`src/pit_pkg.sv`:
```
// shared types and port map
// for the timer peripheral block

package pit_pkg;

    // I/O word address, indexed by byte address bit so that bit 1 selects the lane pair
    typedef logic [15:1] io_addr_t;
    typedef logic [15:0] bus_data_t;
    typedef logic [1:0] byte_sel_t;
    typedef logic [15:0] count_t;
    typedef logic [7:0] irq_vec_t;

    // timer control word fields
    typedef logic [1:0] rw_t;
    typedef logic [2:0] pit_mode_t;
    typedef logic [1:0] pit_chan_t;

    typedef struct packed {
        io_addr_t  addr;
        bus_data_t wdata;
        byte_sel_t bytesel;
        logic      wr_en;
        logic      access;
    } bus_req_t;

    typedef struct packed {
        bus_data_t rdata;
        logic      ack;
    } bus_rsp_t;

    // byte ports 0x40 to 0x43 and 0x20 to 0x23 as word addresses
    localparam io_addr_t PIT_BASE = 15'h0020;
    localparam io_addr_t PIC_BASE = 15'h0010;

    localparam rw_t RW_LATCH = 2'b00;
    localparam rw_t RW_LSB   = 2'b01;
    localparam rw_t RW_MSB   = 2'b10;
    localparam rw_t RW_BOTH  = 2'b11;

    localparam pit_chan_t PIT_CHAN0 = 2'b00;

endpackage

```
`src/bit_sync.sv`:
```
// two-flop synchronizer

`timescale 1ns/1ps

module bit_sync (
    input  logic clk,
    input  logic reset,
    input  logic d,
    output logic q
);

    logic meta;

    always_ff @(posedge clk or posedge reset) begin
        if (reset) begin
            meta <= 1'b0;
            q    <= 1'b0;
        end else begin
            meta <= d;
            q    <= meta;
        end
    end

endmodule

```
`src/pit_timer.sv`:
```
// interval timer, channel 0
// control, reload, latch and count logic

`timescale 1ns/1ps

module pit_timer
    import pit_pkg::*;
(
    input  logic     clk,
    input  logic     reset,
    input  logic     pit_tick,
    input  logic     cs,
    input  bus_req_t req,
    output bus_rsp_t rsp,
    output logic     timer_out
);

    logic      tick_q;
    logic      tick_rise;
    logic      access_data;
    logic      access_ctrl;
    logic [7:0] ctrl_byte;
    logic      ctrl_wr;
    logic      data_wr;
    logic      data_rd;
    logic      latch_cmd;
    logic [7:0] rd_byte;

    count_t    count;
    count_t    reload;
    count_t    latched_count;
    rw_t       rw;
    pit_mode_t mode;
    logic [1:0] latched;
    logic      low_next;
    logic      reload_done;

    // data sits on the low lane at offset 0, control on the high lane at offset 2
    assign access_data = cs & req.access & ~req.addr[1] & req.bytesel[0];
    assign access_ctrl = cs & req.access & req.addr[1] & req.bytesel[1];
    assign ctrl_byte   = req.wdata[15:8];

    assign ctrl_wr = access_ctrl & req.wr_en & (pit_chan_t'(ctrl_byte[7:6]) == PIT_CHAN0);
    assign data_wr = access_data & req.wr_en;
    assign data_rd = access_data & ~req.wr_en;

    // a latch command while bytes are still pending is ignored
    assign latch_cmd = ctrl_wr & (rw_t'(ctrl_byte[5:4]) == RW_LATCH) & ~|latched;

    assign tick_rise = pit_tick & ~tick_q;

    always_ff @(posedge clk or posedge reset) begin
        if (reset) begin
            tick_q <= 1'b0;
        end else begin
            tick_q <= pit_tick;
        end
    end

    // control word, byte pointer and latch state
    always_ff @(posedge clk or posedge reset) begin
        if (reset) begin
            rw       <= RW_LATCH;
            mode     <= '0;
            low_next <= 1'b0;
            latched  <= 2'b00;
        end else if (ctrl_wr) begin
            if (rw_t'(ctrl_byte[5:4]) == RW_LATCH) begin
                if (latch_cmd) begin
                    latched <= 2'b11;
                end
            end else begin
                rw       <= ctrl_byte[5:4];
                mode     <= ctrl_byte[3:1];
                low_next <= ctrl_byte[4];
            end
        end else if (data_wr && rw == RW_BOTH) begin
            low_next <= ~low_next;
        end else if (data_rd && |latched) begin
            latched <= {1'b0, latched[1]};
        end
    end

    // latched bytes shift down as they are read out
    always_ff @(posedge clk) begin
        if (latch_cmd) begin
            latched_count <= count;
        end else if (data_rd && |latched) begin
            latched_count <= {8'h00, latched_count[15:8]};
        end
    end

    always_ff @(posedge clk or posedge reset) begin
        if (reset) begin
            reload      <= '0;
            reload_done <= 1'b0;
        end else begin
            reload_done <= 1'b0;
            if (data_wr) begin
                if (low_next) begin
                    reload[7:0] <= req.wdata[7:0];
                end else begin
                    reload[15:8] <= req.wdata[7:0];
                    reload_done  <= 1'b1;
                end
            end
        end
    end

    // only the periodic modes count, and the output dips for the tick through 1
    always_ff @(posedge clk or posedge reset) begin
        if (reset) begin
            count     <= '0;
            timer_out <= 1'b0;
        end else if (reload_done) begin
            count <= reload - 16'd1;
        end else if (tick_rise && mode[1]) begin
            count     <= ((count == 16'd0) ? reload : count) - 16'd1;
            timer_out <= (count != 16'd1);
        end
    end

    always_comb begin
        if (|latched) begin
            rd_byte = latched_count[7:0];
        end else if (rw[0]) begin
            rd_byte = count[7:0];
        end else begin
            rd_byte = count[15:8];
        end
    end

    always_ff @(posedge clk or posedge reset) begin
        if (reset) begin
            rsp <= '0;
        end else begin
            rsp.ack   <= cs & req.access;
            rsp.rdata <= data_rd ? {8'h00, rd_byte} : '0;
        end
    end

endmodule

```
`src/irq_ctrl.sv`:
```
// edge-triggered interrupt controller

`timescale 1ns/1ps

module irq_ctrl
    import pit_pkg::*;
(
    input  logic     clk,
    input  logic     reset,
    input  logic     cs,
    input  bus_req_t req,
    output bus_rsp_t rsp,
    input  irq_vec_t irq_lines,
    output logic     irq
);

    logic     access_lo;
    logic     access_hi;
    irq_vec_t lines_q;
    irq_vec_t edges;
    irq_vec_t eoi_clear;
    irq_vec_t mask;
    irq_vec_t pending;

    // pending and end-of-interrupt on the low lane, mask on the high lane
    assign access_lo = cs & req.access & ~req.addr[1] & req.bytesel[0];
    assign access_hi = cs & req.access & req.addr[1] & req.bytesel[1];

    assign edges     = irq_lines & ~lines_q;
    assign eoi_clear = (access_lo & req.wr_en) ? req.wdata[7:0] : '0;

    always_ff @(posedge clk or posedge reset) begin
        if (reset) begin
            lines_q <= '0;
        end else begin
            lines_q <= irq_lines;
        end
    end

    always_ff @(posedge clk or posedge reset) begin
        if (reset) begin
            mask <= '1;
        end else if (access_hi && req.wr_en) begin
            mask <= req.wdata[15:8];
        end
    end

    // a new edge wins over a clear of the same bit in the same cycle
    always_ff @(posedge clk or posedge reset) begin
        if (reset) begin
            pending <= '0;
        end else begin
            pending <= (pending & ~eoi_clear) | (edges & ~mask);
        end
    end

    assign irq = |pending;

    always_ff @(posedge clk or posedge reset) begin
        if (reset) begin
            rsp <= '0;
        end else begin
            rsp.ack <= cs & req.access;
            if (access_lo && !req.wr_en) begin
                rsp.rdata <= {8'h00, pending};
            end else if (access_hi && !req.wr_en) begin
                rsp.rdata <= {mask, 8'h00};
            end else begin
                rsp.rdata <= '0;
            end
        end
    end

endmodule

```
`src/io_decode.sv`:
```
// I/O port decoder and response merge

`timescale 1ns/1ps

module io_decode
    import pit_pkg::*;
(
    input  logic     clk,
    input  logic     reset,
    input  bus_req_t req,
    output logic     pit_cs,
    output logic     pic_cs,
    input  bus_rsp_t pit_rsp,
    input  bus_rsp_t pic_rsp,
    output bus_rsp_t rsp
);

    logic unmapped_ack;

    // each base covers a pair of words, so addr bit 1 is left to the peripheral
    assign pit_cs = (req.addr[15:2] == PIT_BASE[15:2]);
    assign pic_cs = (req.addr[15:2] == PIC_BASE[15:2]);

    // nobody else answers an unmapped port, so the decoder acks it itself
    always_ff @(posedge clk or posedge reset) begin
        if (reset) begin
            unmapped_ack <= 1'b0;
        end else begin
            unmapped_ack <= req.access & ~pit_cs & ~pic_cs;
        end
    end

    // peripherals drive zero rdata when idle, so a plain OR merges them
    always_comb begin
        rsp.rdata = pit_rsp.rdata | pic_rsp.rdata;
        rsp.ack   = pit_rsp.ack | pic_rsp.ack | unmapped_ack;
    end

endmodule

```
`src/timer_subsystem.sv`:
```
// timer subsystem top level

`timescale 1ns/1ps

module timer_subsystem
    import pit_pkg::*;
(
    input  logic       clk,
    input  logic       reset,
    input  logic       pit_clk,
    input  bus_req_t   req,
    output bus_rsp_t   rsp,
    input  logic [7:1] irq_in,
    output logic       irq
);

    logic     pit_cs;
    logic     pic_cs;
    logic     pit_tick;
    logic     timer_out;
    bus_rsp_t pit_rsp;
    bus_rsp_t pic_rsp;
    irq_vec_t irq_lines;

    // the timer owns request line 0
    assign irq_lines = {irq_in, timer_out};

    io_decode u_io_decode (
        .clk     (clk),
        .reset   (reset),
        .req     (req),
        .pit_cs  (pit_cs),
        .pic_cs  (pic_cs),
        .pit_rsp (pit_rsp),
        .pic_rsp (pic_rsp),
        .rsp     (rsp)
    );

    bit_sync u_pit_sync (
        .clk   (clk),
        .reset (reset),
        .d     (pit_clk),
        .q     (pit_tick)
    );

    pit_timer u_pit_timer (
        .clk       (clk),
        .reset     (reset),
        .pit_tick  (pit_tick),
        .cs        (pit_cs),
        .req       (req),
        .rsp       (pit_rsp),
        .timer_out (timer_out)
    );

    irq_ctrl u_irq_ctrl (
        .clk       (clk),
        .reset     (reset),
        .cs        (pic_cs),
        .req       (req),
        .rsp       (pic_rsp),
        .irq_lines (irq_lines),
        .irq       (irq)
    );

endmodule

```
`config.mk`:
```
export PLATFORM = sky130hd
export DESIGN_NAME = timer_subsystem
export DESIGN_NICKNAME = d
export VERILOG_FILES = /design/src/pit_pkg.sv /design/src/bit_sync.sv /design/src/pit_timer.sv /design/src/irq_ctrl.sv /design/src/io_decode.sv /design/src/timer_subsystem.sv
export SDC_FILE = /design/constraint.sdc
export NUM_CORES = 1
export LEC_CHECK = 0
export BUFFER_PORTS_ARGS = -buffer_cell sky130_fd_sc_hd__buf_2
export CAP_MARGIN = 15
export CORE_MARGIN = 5
export CORE_UTILIZATION = 63
export DETAILED_ROUTE_END_ITERATION = 16
export GPL_ROUTABILITY_DRIVEN = 0
export GPL_TIMING_DRIVEN = 1
export PLACE_DENSITY = 0.85
export SLEW_MARGIN = 10
export SYNTH_ARGS = -nofsm -noshare
export SYNTH_HDL_FRONTEND = slang
export SYNTH_SLANG_ARGS = --single-unit
```
`constraint.sdc`:
```
create_clock -name clk -period 9.4 [get_ports clk]
set_clock_uncertainty 0.05 [all_clocks]
set_input_delay 1.41 -clock clk [delete_from_list [all_inputs] [get_ports clk]]
set_output_delay 1.41 -clock clk [all_outputs]
set_load 0.05 [all_outputs]
```
Word-level counts from Yosys, hierarchy flattened
Cells that the tools add are included.
- memory bits (writable): 0
- register bits: 119
- word-level logic and storage cells: 113
- ROM bits: 0
- output and inout bits: 18
- memories: 0
- bits in latches: 0
- equal/unequal tests: 8
- bitwise logic cells: 38
- multiply operators: 0
- $add $sub $neg: 2
- div/mod/pow operators: 0
- $lt $le $gt $ge: 0
- shift-type cells: 0
- mux-type cells: 21
- reduce and logical (&&, ||, !) cells: 23
- operators with widths (operator ; number):
    16-bit two-way mux ; 7
    8-bit two-way mux ; 4
    16-bit by 1-bit subtractor with 16-bit output, second input constant ; 2
    8-bit AND ; 3
    8-bit inverter ; 3
    1-bit AND ; 20
    16-bit logical NOT ; 1
    16-bit by 1-bit inequality test with 1-bit output, second input constant ; 1
    16-bit bitwise OR ; 1
    14-bit by 4-bit == test with 1-bit output, second input constant ; 1
    14-bit by 5-bit == test with 1-bit output, second input constant ; 1
    2-bit two-way mux ; 5
    2-bit AND reduction ; 5
    1-bit inverter ; 8
    8-bit bitwise OR ; 1
    2-bit nonzero test ; 4
    8-bit OR reduction ; 1
    1-bit logical AND ; 6
    2-bit inequality test, second input constant ; 3
    1-bit two-way mux ; 5
    2-bit logical NOT ; 2
    4-bit AND reduction ; 1
    2-bit == test, second input constant ; 1
    1-bit logical NOT ; 2
    other kinds (3) ; 4

Depth between registers and ports, before layout
- depth after elaboration: 11
- depth in mapped cells: 13

Hierarchy
A second synthesis with hierarchy kept.
- cell total of the unflattened synthesis: 480
- area total of the unflattened synthesis: 5320.1 um^2
- modules (own cells, without submodules) (module ; cells an instance ; times used ; area each (um^2) ; sequential area each (um^2)):
    pit_timer ; 345 ; 1 ; 3554.7 ; 1731.7
    irq_ctrl ; 104 ; 1 ; 1501.4 ; 1036.0
    io_decode ; 28 ; 1 ; 210.2 ; 25.0
    bit_sync ; 3 ; 1 ; 53.8 ; 50.0

Worst setup path after synthesis
No wires, ideal clock.
- kind: input-to-reg
- start point: input port req[22] (netlist name)
- end point: register u_pit_timer.latched_count[0] (enable)
- arrival time: 3.300 ns
- setup time: 0.392 ns
- path slack: 5.658 ns
- data required time: 8.958 ns
- stages on the path: 7
- cells stage by stage: nor4_1 nand4_1 nor3_1 and3_1 buf_2 clkbuf_1 o21bai_1
- cells in the longest elaborated chain, start to end: 9
- RTL lines (what ; line ; RTL):
    start, declared ; timer_subsystem.sv:11 ; input bus_req_t req,
    14-bit by 5-bit == test with 1-bit output (*) ; io_decode.sv:21 ; assign pit_cs = (req.addr[15:2] == PIT_BASE[15:2]);
    1-bit AND (*) ; pit_timer.sv:39, pit_timer.sv:40 ;
    1-bit AND (2 in a row) ; pit_timer.sv:40 ; assign access_ctrl = cs & req.access & req.addr[1] & req.bytesel[1];
    1-bit AND (2 in a row) ; pit_timer.sv:43 ; assign ctrl_wr = access_ctrl & req.wr_en & (pit_chan_t'(ctrl_byte[7:6]) == PIT_CHAN0);
    1-bit AND (2 in a row) ; pit_timer.sv:48 ; assign latch_cmd = ctrl_wr & (rw_t'(ctrl_byte[5:4]) == RW_LATCH) & ~|latched;
    2-bit nonzero test (no line) (*) ; - ;
    end signal, assigned ; pit_timer.sv:87 ; latched_count <= count;
    end signal, assigned ; pit_timer.sv:89 ; latched_count <= {8'h00, latched_count[15:8]};
    end, declared ; pit_timer.sv:31 ; count_t latched_count;
Mark *: on every way between the ends. The rest lies on a longest branch, timed or not.
A chain may end at the register's enable or synchronous reset.

Final worst setup path
- start point: register u_pit_timer.count[2]
- end point: register u_pit_timer.count[14]
- cells in the longest elaborated chain, start to end: 5
- RTL lines (what ; line ; RTL):
    start, declared ; pit_timer.sv:29 ; count_t count;
    start signal, assigned ; pit_timer.sv:116 ; count <= reload - 16'd1;
    start signal, assigned ; pit_timer.sv:118 ; count <= ((count == 16'd0) ? reload : count) - 16'd1;
    16-bit logical NOT ; pit_timer.sv:118 ;
    16-bit two-way mux (*) ; pit_timer.sv:118 ;
    16-bit by 1-bit subtractor with 16-bit output (*) ; pit_timer.sv:118 ;
    16-bit two-way mux (*) ; pit_timer.sv:117 ; end else if (tick_rise && mode[1]) begin
    16-bit two-way mux (*) ; pit_timer.sv:115 ; end else if (reload_done) begin
Mark *: on every way between the ends. The rest lies on a longest branch, timed or not. The select of a mux whose other input is x is not followed.

==> summary.txt <==
Placement
  – HPWL Detailed: 8220 um
  – IO Port Bufs: 62

Final layout
  – Fill count: 591
  – Layout cells sized above 1: 28.5%
  – Final net count: 557
  – Area of the multi-input gates: 2210 um2
  – FF+latch area: 2840 um2
  – Post-layout util: 70.4%
  – Most common cell after layout, fill and taps aside: dfrtp_1
  – Highest-count cells in the layout ignoring fill and taps: 86 x dfrtp_1, 62 x buf_2, 45 x nor2_1, 33 x mux2_2, 33 x nand2_1
  – P&R area growth vs syn: 9.68%
  – Ant. Diodes: 0

Synth
  – Synth Warn #: 0
  – Mean post-synth cell area: 11.4 um2
  – Netlist Area Pre-Place: 5250 um2
  – Netlist cell types: 66
  – Mapped Nets: 508
  – Number of synthesized flops with an enable pin: 16
  – Seq/Total Area, Yosys: 54.2%
  – Synth area leaders: dfrtp_1 41%, edfxtp_1 9.2%, mux2_2 7.1%
  – Top FF cell, synth: dfrtp_1
  – Synthesized flop and latch total: 110
  – Synth async-reset ratio: 85.5%
  – Yosys top cell area share: 41.0%
  – Synthesized netlist cell count: 462
  – Post-synth top area cell: dfrtp_1

Timing
  – Final setup violation count: 0
  – Total negative slack: 0 ns
  – Final hold violations: 0
  – Maximum clock rate: 271 MHz
  – Final Cycle Share: 39.3%
  – Tmin final: 3.70 ns
  – Fin. max-slew vios: 0
  – Slew at the pin closest to its max-slew limit: 0.972 ns
  – Max-slew headroom: 35.0%
  – RSZ-0062 raised after global routing: false

CTS
  – Number of H-tree levels: 3
  – TritonCTS buffer count: 9
  – Clk sinks: 110
  – Clock latency on the worst-skew pair: 0.37 ns
  – Gates resized, CTS repair: 0
  – TritonCTS clock tree: built
  – Clock Tree Buf Depth: 2
  – Clock transition at the registers of the reported paths: 0.11 ns
  – Setup Fix Bufs, Post-CTS: 0
  – CTS root buffer: clkbuf_8
  – Hold Buf Count CTS: 0

Critical path
  – CP arrival: 3.91 ns
  – Crit path kind: reg2reg
  – Startpoint types: flop
  – Worst Path Max Fanout: 18
  – CP required: 9.61 ns
  – Setup crit end kind: flop

Worst hold path
  – Hold WC Path Type: reg2reg

Floorplanning
  – Die width: 101 um
  – I/O pin count: 63
  – Die area: 10300 um2
  – Core Rows: 33
  – Die H: 101 um
  – Initial core utilization: 64.2%
  – Core Footprint: 8180 um2

GRT
  – GR Util All Layers: 23.8%
  – First-pass GRT wire length: 18800 um
  – Pin count of the biggest net entering global routing: 69
  – Initial antenna violation count: 0
  – Overflow after GRT: 0
  – Vias in the first global route: 3716

Routing
  – Vias per cell: 6.16
  – Total Routed Length: 11400 um
  – First-pass iteration count of the detailed router: 5
  – Drt wl/cell: 18.3 um
  – Iteration-0 DRC Markers: 205
  – Drt drc: 0
  – Post-route ant nets: 0
  – Vias: 3823

Pwr
  – Leakage: 2.65 nW
  – Pwr Density: 150 nW/um2
  – Peak supply drop: 0.112 mV

Flow run
  – Max Cap Viol: 0

Run status
  – Status: finished clean
-- cell usage after synthesis, drive strengths merged, types with 5 or more instances --
master	count
nand2	33
edfxtp	16
nor3	11
a211oi	15
buf	17
dfstp	8
a21oi	16
nor4	12
mux2i	15
nor2	46
mux2	35
inv	10
a22o	7
or3	5
nand3	7
o21ai	12
a31oi	6
clkbuf	9
and2	29
o221ai	6
or2	9
dfrtp	86
-- kinds of logic (layout without fill, tap and decap cells) --
family / after synthesis / in the layout / synth area share [%]
AO/OA/AOI/OAI: 83 / 83 / 11.6
XOR/XNOR: 6 / 6 / 1.00
adder cells (fa/ha/maj): 1 / 1 / 0.238
buffers and inverters: 36 / 90 / 3.62
flip-flops: 110 / 110 / 54.2
multiplexers: 50 / 50 / 10.4
AND/OR/NAND/NOR: 176 / 176 / 18.9
-- worst paths after layout --
| path | cells past startpoint | slack [ns] | start | to |
|---|---|---|---|---|
| max | 9 | 5.70 | u_pit_timer.count[2] | u_pit_timer.count[14] |
| min | 0 | 0.32 | u_pit_sync.meta | u_pit_sync.q |
| max reg2reg | 9 | 5.70 | u_pit_timer.count[2] | u_pit_timer.count[14] |
| min reg2reg | 0 | 0.32 | u_pit_sync.meta | u_pit_sync.q |
| max in group asynchronous | 3 | 7.17 | reset | u_pit_timer.count[12] |
| min in group asynchronous | 2 | 0.95 | reset | u_irq_ctrl.rsp[15] |
-- where the power goes --
| group | total [W] | internal [W] | switching (W) |
|---|---|---|---|
| Sequential | 0.000497 | 0.000487 | 0.00000995 |
| Clock | 0.000281 | 0.000116 | 0.000165 |
| Combinational | 0.0000862 | 0.0000344 | 0.0000518 |
| Total | 0.000864 | 0.000637 | 0.000227 |
-- area by class of cell --
type / instances / area share [%]
sequential: 110 / 49.4
multi-input combinational: 316 / 38.5
timing repair buffer: 64 / 5.65
clock buffer: 10 / 2.59
tap: 105 / 2.28
clock inverter: 6 / 0.935
inverter: 10 / 0.674
-- registers in the layout, indices dropped and copies added (netlist names), 8 cells and up --
name	count
u_pit_timer.reload	16
u_irq_ctrl.mask	8
u_pit_timer.count	16
u_irq_ctrl.pending	8
u_irq_ctrl.rsp	17
u_pit_timer.rsp	9
u_irq_ctrl.lines_q	8
u_pit_timer.latched_count	16
-- per-layer routing --
metal | part of all wire (%) | vias to the layer above | routed length, um | track usage (%)
li1 | - | 1759 | - | -
met1 | 43 | 1859 | 4870 | 32.6
met2 | 47 | 172 | 5360 | 37.3
met3 | 7.2 | 33 | 817 | 4.34
met4 | 2.9 | 0 | 330 | 10.4
met5 | 0 | - | 0 | 0
-- per-stage QoR --
stage | hold slack, ns | cells | total power [W] | worst slack, ns | cell area, um2
after detailed placement | 0.298 | 605 | 0.000591 | 5.40 | 5550
after floorplan | 0.281 | 462 | 0.000564 | 5.50 | 5250
after global routing | 0.354 | 621 | 0.000896 | 5.48 | 5760
after CTS | 0.322 | 621 | 0.000863 | 5.77 | 5760
after global placement | 0.290 | 605 | 0.000587 | 5.56 | 5550
final | 0.320 | 621 | 0.000864 | 5.70 | 5760
-- worst max-delay path, stage by stage, from the launching register on --
cell and delay [ns]:
dfrtp_1 0.53, nor3_1 0.58, and2_1 0.51, a21oi_4 0.27
mux2i_1 0.26, ha_1 0.32, o221ai_2 0.25, a31oi_2 0.31
o221ai_1 0.18, mux2_1 0.33
(Power assumes the default switching activity.)
